## config.mk

```make
export PLATFORM = sky130hd
export DESIGN_NAME = hyper_axi_frontend
export DESIGN_NICKNAME = d
export VERILOG_FILES = /design/src/hdl/hyper_axi_pkg.sv /design/src/hdl/hyper_ax_decode.sv /design/src/hdl/hyper_w_execute.sv /design/src/hdl/hyper_r_result.sv /design/src/hdl/hyper_axi_frontend.sv
export SDC_FILE = /design/constraint.sdc
export NUM_CORES = 1
export LEC_CHECK = 0
export BUFFER_PORTS_ARGS = -buffer_cell sky130_fd_sc_hd__buf_4
export CORE_AREA = 3 3 158 160
export DETAILED_ROUTE_END_ITERATION = 12
export DIE_AREA = 0 0 161 163
export GPL_TIMING_DRIVEN = 0
export PLACE_DENSITY_LB_ADDON = 0.2
export SKIP_CTS_REPAIR_TIMING = 1
export SYNTH_ARGS = -nofsm -noshare
export SYNTH_HDL_FRONTEND = slang
export SYNTH_SLANG_ARGS = --single-unit
```

## constraint.sdc

```tcl
create_clock -name clk_i -period 3.65 [get_ports clk_i]
set_input_delay 0.5475 -clock clk_i [delete_from_list [all_inputs] [get_ports clk_i]]
set_output_delay 0.5475 -clock clk_i [all_outputs]
set_load 0.03 [all_outputs]
```

## src/hdl/hyper_axi_pkg.sv

```systemverilog
// Shared widths, opcodes and channel structs of the HyperBus front end.
// Data width is fixed at 64 bits, so every AXI beat carries 4 words of 16 bits.
// Byte-size transfers and wrapping bursts are outside what the stages handle.
package hyper_axi_pkg;

    localparam int unsigned AddrWidth     = 32;
    localparam int unsigned DataWidth     = 64;
    localparam int unsigned WordsPerBeat  = 4;
    localparam int unsigned LaneWidth     = 2;
    localparam int unsigned BurstLenWidth = 16;

    // AXI burst opcodes
    typedef enum logic [1:0] {
        FIXED = 2'b00,
        INCR  = 2'b01,
        WRAP  = 2'b10
    } burst_e;

    typedef enum logic [1:0] {
        OKAY   = 2'b00,
        SLVERR = 2'b10
    } resp_e;

    // Round-robin pointer of the AR/AW arbiter
    typedef enum logic {
        PRIO_READ  = 1'b0,
        PRIO_WRITE = 1'b1
    } arb_prio_e;

    typedef struct packed {
        logic [AddrWidth-1:0] address;
        logic [7:0]           len;
        burst_e               burst;
        logic [2:0]           size;   // log2 bytes per beat, 1 to 3
    } ax_chan_t;

    typedef struct packed {
        logic [DataWidth-1:0]   data;
        logic [DataWidth/8-1:0] strb;
        logic                   last;
    } w_chan_t;

    typedef struct packed {
        logic [DataWidth-1:0] data;
        resp_e                resp;
        logic                 last;
    } r_chan_t;

    // PHY word channels
    typedef struct packed {
        logic [15:0] data;
        logic [1:0]  strb;
        logic        last;
    } hyper_tx_t;

    typedef struct packed {
        logic [15:0] data;
        logic        last;
        logic        error;
    } hyper_rx_t;

    // Transfer command, burst counted in 16-bit words
    typedef struct packed {
        logic                     write;
        logic [BurstLenWidth-1:0] burst;
        logic                     burst_type;
        logic                     address_space;
        logic [AddrWidth-1:0]     address;
    } hyper_tf_t;

    // End address is exclusive
    typedef struct packed {
        logic [AddrWidth-1:0] start_addr;
        logic [AddrWidth-1:0] end_addr;
    } chip_rule_t;

endpackage

```

## src/hdl/hyper_ax_decode.sv

```systemverilog
// AR/AW arbiter and transfer command decode.
// A grant is locked once offered and held until trans_ready_i; address and size
// of the offered channel must stay stable meanwhile. Unmapped addresses go to chip 0.
module hyper_ax_decode #(
    parameter int unsigned NumChips = 1
) (
    input  logic                                     clk_i,
    input  logic                                     rst_ni,
    input  hyper_axi_pkg::ax_chan_t                  ar_i,
    input  logic                                     ar_valid_i,
    output logic                                     ar_ready_o,
    input  hyper_axi_pkg::ax_chan_t                  aw_i,
    input  logic                                     aw_valid_i,
    output logic                                     aw_ready_o,
    output hyper_axi_pkg::hyper_tf_t                 trans_o,
    output logic [NumChips-1:0]                      trans_cs_o,
    output logic                                     trans_valid_o,
    input  logic                                     trans_ready_i,
    output logic                                     trans_fire_o,
    input  hyper_axi_pkg::chip_rule_t [NumChips-1:0] chip_rules_i,
    input  logic                                     addr_space_i,
    output logic [2:0]                               curr_size_o,
    output logic [hyper_axi_pkg::LaneWidth-1:0]      start_lane_o
);

    import hyper_axi_pkg::*;

    ax_chan_t                 ax_sel;
    logic                     write_sel;
    arb_prio_e                prio_q;
    logic                     lock_q;
    logic                     lock_write_q;
    logic [2:0]               size_q;
    logic [NumChips-1:0]      rule_hit;
    logic                     cs_found;
    logic [BurstLenWidth-1:0] beat_cnt;

    // A locked grant wins, otherwise the pointer breaks ties
    always_comb begin : proc_arb_select
        if (lock_q) begin
            write_sel = lock_write_q;
        end else if (ar_valid_i && aw_valid_i) begin
            write_sel = (prio_q == PRIO_WRITE);
        end else begin
            write_sel = aw_valid_i;
        end
    end

    assign ax_sel        = write_sel ? aw_i : ar_i;
    assign trans_valid_o = write_sel ? aw_valid_i : ar_valid_i;
    assign ar_ready_o    = trans_ready_i & ~write_sel;
    assign aw_ready_o    = trans_ready_i & write_sel;
    assign trans_fire_o  = trans_valid_o & trans_ready_i;

    // Lane counters load from this while trans_fire_o is high
    assign start_lane_o = ax_sel.address[LaneWidth:1];
    assign curr_size_o  = size_q;

    always_comb begin : proc_chip_match
        for (int unsigned i = 0; i < NumChips; i++) begin
            rule_hit[i] = (ax_sel.address >= chip_rules_i[i].start_addr) &&
                          (ax_sel.address <  chip_rules_i[i].end_addr);
        end
    end

    // Lowest matching rule wins, chip 0 as default
    always_comb begin : proc_chip_onehot
        cs_found   = 1'b0;
        trans_cs_o = '0;
        for (int unsigned i = 0; i < NumChips; i++) begin
            if (!cs_found && rule_hit[i]) begin
                trans_cs_o[i] = 1'b1;
                cs_found      = 1'b1;
            end
        end
        if (!cs_found) begin
            trans_cs_o[0] = 1'b1;
        end
    end

    // PHY expects the undecremented word count
    assign beat_cnt = BurstLenWidth'(ax_sel.len) + 1'b1;

    assign trans_o.write         = write_sel;
    assign trans_o.burst         = beat_cnt << (ax_sel.size - 3'd1);
    assign trans_o.burst_type    = ax_sel.burst[0];
    assign trans_o.address_space = addr_space_i;
    assign trans_o.address       = ax_sel.address;

    always_ff @(posedge clk_i or negedge rst_ni) begin : proc_arb_state
        if (!rst_ni) begin
            prio_q       <= PRIO_READ;
            lock_q       <= 1'b0;
            lock_write_q <= 1'b0;
            size_q       <= 3'd1;
        end else if (trans_fire_o) begin
            // Next time prefer the other channel
            prio_q <= write_sel ? PRIO_READ : PRIO_WRITE;
            lock_q <= 1'b0;
            size_q <= ax_sel.size;
        end else if (trans_valid_o) begin
            lock_q       <= 1'b1;
            lock_write_q <= write_sel;
        end
    end

endmodule

```

## src/hdl/hyper_w_execute.sv

```systemverilog
// W beat down-conversion into 16-bit PHY words.
// Size and start lane come from the latest transfer command, so only one
// transfer may be in flight. A W beat is accepted with its final word.
module hyper_w_execute (
    input  logic                                clk_i,
    input  logic                                rst_ni,
    input  hyper_axi_pkg::w_chan_t              w_i,
    input  logic                                w_valid_i,
    output logic                                w_ready_o,
    output hyper_axi_pkg::hyper_tx_t            tx_o,
    output logic                                tx_valid_o,
    input  logic                                tx_ready_i,
    input  logic                                trans_fire_i,
    input  logic [2:0]                          curr_size_i,
    input  logic [hyper_axi_pkg::LaneWidth-1:0] start_lane_i
);

    import hyper_axi_pkg::*;

    logic [LaneWidth-1:0] lane_q;
    logic                 end_beat;

    // Beat ends when the low size-1 lane bits are all ones
    always_comb begin : proc_end_beat
        end_beat = 1'b1;
        for (int i = 0; i < LaneWidth; i++) begin
            if (i < int'(curr_size_i) - 1) begin
                end_beat &= lane_q[i];
            end
        end
    end

    assign tx_o.data  = w_i.data[16*lane_q +: 16];
    assign tx_o.strb  = w_i.strb[2*lane_q +: 2];
    assign tx_o.last  = w_i.last & end_beat;
    assign tx_valid_o = w_valid_i;
    assign w_ready_o  = tx_ready_i & end_beat;

    always_ff @(posedge clk_i or negedge rst_ni) begin : proc_lane_cnt
        if (!rst_ni) begin
            lane_q <= '0;
        end else if (trans_fire_i) begin
            lane_q <= start_lane_i;
        end else if (tx_valid_o && tx_ready_i) begin
            // Wraps around inside the 64-bit beat
            lane_q <= lane_q + 1'b1;
        end
    end

endmodule

```

## src/hdl/hyper_r_result.sv

```systemverilog
// R beat up-conversion from 16-bit PHY words.
// Earlier words of a beat are buffered, the final word is forwarded in the
// same cycle. Any word error of a beat turns its response into SLVERR.
module hyper_r_result (
    input  logic                                clk_i,
    input  logic                                rst_ni,
    input  hyper_axi_pkg::hyper_rx_t            rx_i,
    input  logic                                rx_valid_i,
    output logic                                rx_ready_o,
    output hyper_axi_pkg::r_chan_t              r_o,
    output logic                                r_valid_o,
    input  logic                                r_ready_i,
    input  logic                                trans_fire_i,
    input  logic [2:0]                          curr_size_i,
    input  logic [hyper_axi_pkg::LaneWidth-1:0] start_lane_i
);

    import hyper_axi_pkg::*;

    logic [LaneWidth-1:0] lane_q;
    logic                 end_beat;
    logic                 rx_take;
    logic [DataWidth-1:0] data_q;
    logic                 err_q;
    logic [DataWidth-1:0] beat_data;

    always_comb begin : proc_end_beat
        end_beat = 1'b1;
        for (int i = 0; i < LaneWidth; i++) begin
            if (i < int'(curr_size_i) - 1) begin
                end_beat &= lane_q[i];
            end
        end
    end

    // Non-final words are always taken into the buffer
    assign rx_ready_o = ~end_beat | r_ready_i;
    assign rx_take    = rx_valid_i & rx_ready_o;
    assign r_valid_o  = rx_valid_i & end_beat;

    always_comb begin : proc_beat_data
        beat_data                    = data_q;
        beat_data[16*lane_q +: 16]   = rx_i.data;
    end

    assign r_o.data = beat_data;
    assign r_o.resp = (err_q | rx_i.error) ? SLVERR : OKAY;
    assign r_o.last = rx_i.last;

    always_ff @(posedge clk_i) begin : proc_buffer
        if (rx_take && !end_beat) begin
            data_q[16*lane_q +: 16] <= rx_i.data;
        end
    end

    always_ff @(posedge clk_i or negedge rst_ni) begin : proc_ctrl
        if (!rst_ni) begin
            lane_q <= '0;
            err_q  <= 1'b0;
        end else begin
            if (trans_fire_i) begin
                lane_q <= start_lane_i;
            end else if (rx_take) begin
                lane_q <= lane_q + 1'b1;
            end
            // Sticky until the beat has been handed over
            if (rx_take) begin
                err_q <= end_beat ? 1'b0 : (err_q | rx_i.error);
            end
        end
    end

endmodule

```

## src/hdl/hyper_axi_frontend.sv

```systemverilog
// AXI to HyperBus front end without IDs, atomics or user fields.
// The master must keep one transfer outstanding at a time.
// The B response is passed straight through, a PHY error gives SLVERR.
module hyper_axi_frontend #(
    parameter int unsigned NumChips = 1
) (
    input  logic                                     clk_i,
    input  logic                                     rst_ni,
    // AXI port
    input  hyper_axi_pkg::ax_chan_t                  ar_i,
    input  logic                                     ar_valid_i,
    output logic                                     ar_ready_o,
    input  hyper_axi_pkg::ax_chan_t                  aw_i,
    input  logic                                     aw_valid_i,
    output logic                                     aw_ready_o,
    input  hyper_axi_pkg::w_chan_t                   w_i,
    input  logic                                     w_valid_i,
    output logic                                     w_ready_o,
    output hyper_axi_pkg::r_chan_t                   r_o,
    output logic                                     r_valid_o,
    input  logic                                     r_ready_i,
    output hyper_axi_pkg::resp_e                     b_o,
    output logic                                     b_valid_o,
    input  logic                                     b_ready_i,
    // PHY port
    output hyper_axi_pkg::hyper_tf_t                 trans_o,
    output logic [NumChips-1:0]                      trans_cs_o,
    output logic                                     trans_valid_o,
    input  logic                                     trans_ready_i,
    output hyper_axi_pkg::hyper_tx_t                 tx_o,
    output logic                                     tx_valid_o,
    input  logic                                     tx_ready_i,
    input  hyper_axi_pkg::hyper_rx_t                 rx_i,
    input  logic                                     rx_valid_i,
    output logic                                     rx_ready_o,
    input  logic                                     b_error_i,
    input  logic                                     b_valid_i,
    output logic                                     b_ready_o,
    // Levels
    input  hyper_axi_pkg::chip_rule_t [NumChips-1:0] chip_rules_i,
    input  logic                                     addr_space_i
);

    import hyper_axi_pkg::*;

    logic                 trans_fire;
    logic [2:0]           curr_size;
    logic [LaneWidth-1:0] start_lane;

    hyper_ax_decode #(
        .NumChips ( NumChips )
    ) i_ax_decode (
        .clk_i, .rst_ni,
        .ar_i, .ar_valid_i, .ar_ready_o,
        .aw_i, .aw_valid_i, .aw_ready_o,
        .trans_o, .trans_cs_o, .trans_valid_o, .trans_ready_i,
        .trans_fire_o ( trans_fire ),
        .chip_rules_i, .addr_space_i,
        .curr_size_o  ( curr_size  ),
        .start_lane_o ( start_lane )
    );

    hyper_w_execute i_w_execute (
        .clk_i, .rst_ni,
        .w_i, .w_valid_i, .w_ready_o,
        .tx_o, .tx_valid_o, .tx_ready_i,
        .trans_fire_i ( trans_fire ),
        .curr_size_i  ( curr_size  ),
        .start_lane_i ( start_lane )
    );

    hyper_r_result i_r_result (
        .clk_i, .rst_ni,
        .rx_i, .rx_valid_i, .rx_ready_o,
        .r_o, .r_valid_o, .r_ready_i,
        .trans_fire_i ( trans_fire ),
        .curr_size_i  ( curr_size  ),
        .start_lane_i ( start_lane )
    );

    // B channel is a 1:1 connection
    assign b_o       = b_error_i ? SLVERR : OKAY;
    assign b_valid_o = b_valid_i;
    assign b_ready_o = b_ready_i;

endmodule

```

==> impl_metrics.json <==
{
  "outcome": "finished with violations",
  "violations": "setup timing",
  "ant_nets": 0,
  "crit_family": "simple AND/OR/NAND/NOR gates",
  "crit_type": "reg2out",
  "grt_max_degree": 66,
  "area_delta_synth_final_pct": 65.1,
  "r2r-start": "i_ax_decode.curr_size_o[0]",
  "fin_skew_ps": 5.88,
  "synth_area_leader_cell": "edfxtp_1",
  "die_area_sq_mm": 0.0262,
  "synth_area_per_cell_sq_um": 8.47,
  "synth_top_area_share_pct": 34.6,
  "antenna_cells": 0,
  "min_path_type": "in2async",
  "setup_ws_ps": -18.2,
  "wl_um": 22200,
  "peakVddDrop_mv": 0.571,
  "route.vias.total": 5847,
  "finalSetupTns_ps": -52.0,
  "path_clk_slew_ps": 60,
  "r2r_end": "i_r_result.data_q[19]",
  "dp_worst_setup_slack_ps": -451,
  "synth_flop_cell": "edfxtp_1",
  "cts_buffers": 9,
  "drtPass1Iterations": 5,
  "gp_congestion": 0.846,
  "leakage_nw": 4.41,
  "r2r_cells": 5,
  "rows": 56,
  "use_met2_pct": 27.3,
  "cpPeakStageDelay_ps": 490,
  "drv_cap": 0,
  "htree_levels": 3,
  "clock.fmax_mhz": 273,
  "synth_edf_count": 64,
  "drtIter0Drc": 262,
  "cts-root-buf": "clkbuf_16",
  "synthArstFlopShare_pct": 14.7,
  "synth_warnings": 0,
  "min_period_ps": 3670,
  "final_net_count": 1279,
  "ys_seq_area_share_pct": 39.5,
  "synth_cell_types": 58,
  "wl_per_cell_um": 16.6,
  "die_h_um": 163,
  "rsz0062_at_grt": "yes",
  "postPlaceCellArea_sq_mm": 0.00847,
  "setup_viol": 3,
  "relSlewSlack_pct": 41.0,
  "critPathCaptureType": "output pin",
  "rrSetupSlack_ps": 980,
  "synthCells": 657,
  "path_cells": "nand2b_4 > o21a_1 > buf_6 > buf_8 > buf_8 > nand2_4 > nand2_4 > ha_4 > xor2_1 > or3b_4 > o211a_4 > mux4_2 > buf_6",
  "clk_latency_ps": 340,
  "grt_use_met3_pct": 5.44,
  "crit_arrival_ps": 3120,
  "crit_slowest_cell": "mux4_2",
  "start_util_pct": 23.6,
  "final_cell_area_sq_mm": 0.00918,
  "drt-vias-per-instance": 4.38,
  "crit_path_start_kind": "flip-flop",
  "grt_pass1_vias": 5799,
  "post-route-period-util_pct": 100,
  "path_buf_inv": 4,
  "slew_violations": 0,
  "top_usage_layer": "met2",
  "ys_ff_latch": 75,
  "cts_tree": "built",
  "hold_violations": 0,
  "crit_required_ps": 3100,
  "die_w_um": 161,
  "post-route-drc-count": 0,
  "crit_fanout": 5,
  "grt_usage_pct": 15.9,
  "grt_pass1_wl_um": 32600,
  "grt_antenna_before_repair": 0,
  "cts_sinks": 75,
  "overflow": 0,
  "design.core.area_sq_mm": 0.0235,
  "worst_pin_slew_ps": 886,
  "powerDensity_mw_per_mm2": 1000,
  "grt.met1_usage_pct": 19.8,
  "layout-drive-gt1-share_pct": 47.3,
  "syn-cell-area_sq_mm": 0.00556,
  "place_hpwl_um": 17900,
  "cts_buffer_depth": 2,
  "io_pins": 407,
  "io_buffers": 330,
  "synthTopCellsByArea": "edfxtp_1 (35%), nand2_1 (12%), mux4_2 (8.9%), o21ai_0 (6.2%), buf_4 (5.8%)"
}
==> kinds of logic after synthesis <==
family / Yosys count / share of synthesized area (%)
compound gates: 106 / 11.1
buf+inv: 154 / 13.5
xor+xnor: 10 / 1.84
flops: 75 / 39.5
simple gates: 268 / 20.7
other cells: 2 / 0.135
mux: 33 / 11.2
fa+ha+maj: 9 / 2.02
==> layout make-up <==
class / instances / area (sq um)
multi-input cells: 429 / 2850
plain buffers: 72 / 489
repair buffers: 345 / 2610
clock inverters: 6 / 87.6
well taps: 319 / 399
inverters: 80 / 318
flip-flops and latches: 75 / 2200
clock buffers: 10 / 229
fillers: 2425 / 14400
==> report_power, final <==
part           internal (mW)  leakage, nW  switching (mW)  total (mW)
Sequential              1.54        0.737           0.133        1.68
Combinational           2.51         3.52            4.05        6.55
Clock                  0.600        0.157           0.367       0.967
Total                   4.65         4.41            4.55        9.19
==> layout by cell type, fill, tap and decap left out, types with 3 or more instances in the layout <==
cell | Yosys | final
o21a_1 | 7 | 7
dfrtp_1 | 10 | 10
and3_1 | 5 | 5
nand2_1 | 185 | 178
mux2i_1 | 7 | 6
buf_8 | 0 | 3
buf_1 | 7 | 5
nor3_2 | 0 | 4
a31oi_1 | 3 | 3
o21ai_0 | 69 | 69
nor2_1 | 17 | 17
inv_1 | 77 | 77
buf_4 | 43 | 382
or2_2 | 4 | 3
clkbuf_1 | 22 | 13
clkbuf_2 | 0 | 7
nand3_1 | 10 | 8
nand2b_1 | 5 | 3
a21oi_1 | 9 | 9
clkbuf_16 | 0 | 9
xor2_1 | 4 | 4
xnor2_1 | 4 | 3
edfxtp_1 | 64 | 64
and2_1 | 4 | 3
conb_1 | 2 | 3
nor3_1 | 24 | 18
mux4_2 | 22 | 22
clkinv_2 | 1 | 3
nand2_4 | 0 | 5
ha_1 | 9 | 7
buf_6 | 1 | 8
==> how the worst max path moves through the flow <==
stage	depth (start not counted)	from	slack, ps	end
after floorplan	14	ar_valid_i	90	trans_o[46]
after detailed placement	16	ar_valid_i	-450	trans_o[43]
final	13	i_ax_decode.lock_q	-20	trans_o[42]
after CTS	15	i_ax_decode.prio_q	-610	trans_o[43]
after global routing	15	i_ax_decode.lock_q	-120	trans_o[43]
after global placement	5	i_ax_decode.curr_size_o[0]	-650	i_r_result.data_q[44]
==> flip-flops by register name, summed over array words and instances, names as in the netlist <==
signal	cells
i_r_result.data_q	64
i_ax_decode.curr_size_o	3
i_r_result.lane_q	2
i_w_execute.lane_q	2
i_ax_decode.lock_q	1
i_ax_decode.lock_write_q	1
i_ax_decode.prio_q	1
i_r_result.err_q	1
==> metrics by stage <==
stage	util (%)	hold WS, ps	instances	power, mW
finish	39.0	32.2	1336	9.19
global route	39.0	29.6	1336	9.76
CTS	37.3	22.8	1323	8.90
detailed placement	36.0	399	1307	7.90
global placement	36.0	398	1307	7.90
floorplan	-	252	658	5.64
==> layer usage <==
metal / vias to the layer above / share of wire, %
met1: 2691 / 40
met3: 13 / 8.6
met2: 255 / 50
li1: 2888 / -
met5: - / 0
met4: 0 / 0.72
==> Yosys cell counts, drive strengths merged, types with 3 or more instances <==
master,count
xnor2,5
nor3,24
nand2,185
mux4,22
a21oi,9
or2,5
xor2,5
a31oi,3
mux2,3
mux2i,8
a211oi,3
dfrtp,10
o21a,7
ha,9
edfxtp,64
inv,78
buf,52
clkbuf,22
nor2,18
and3,5
and2,4
nand2b,5
o21ai,69
nand3,10
(Power assumes the default switching activity.)
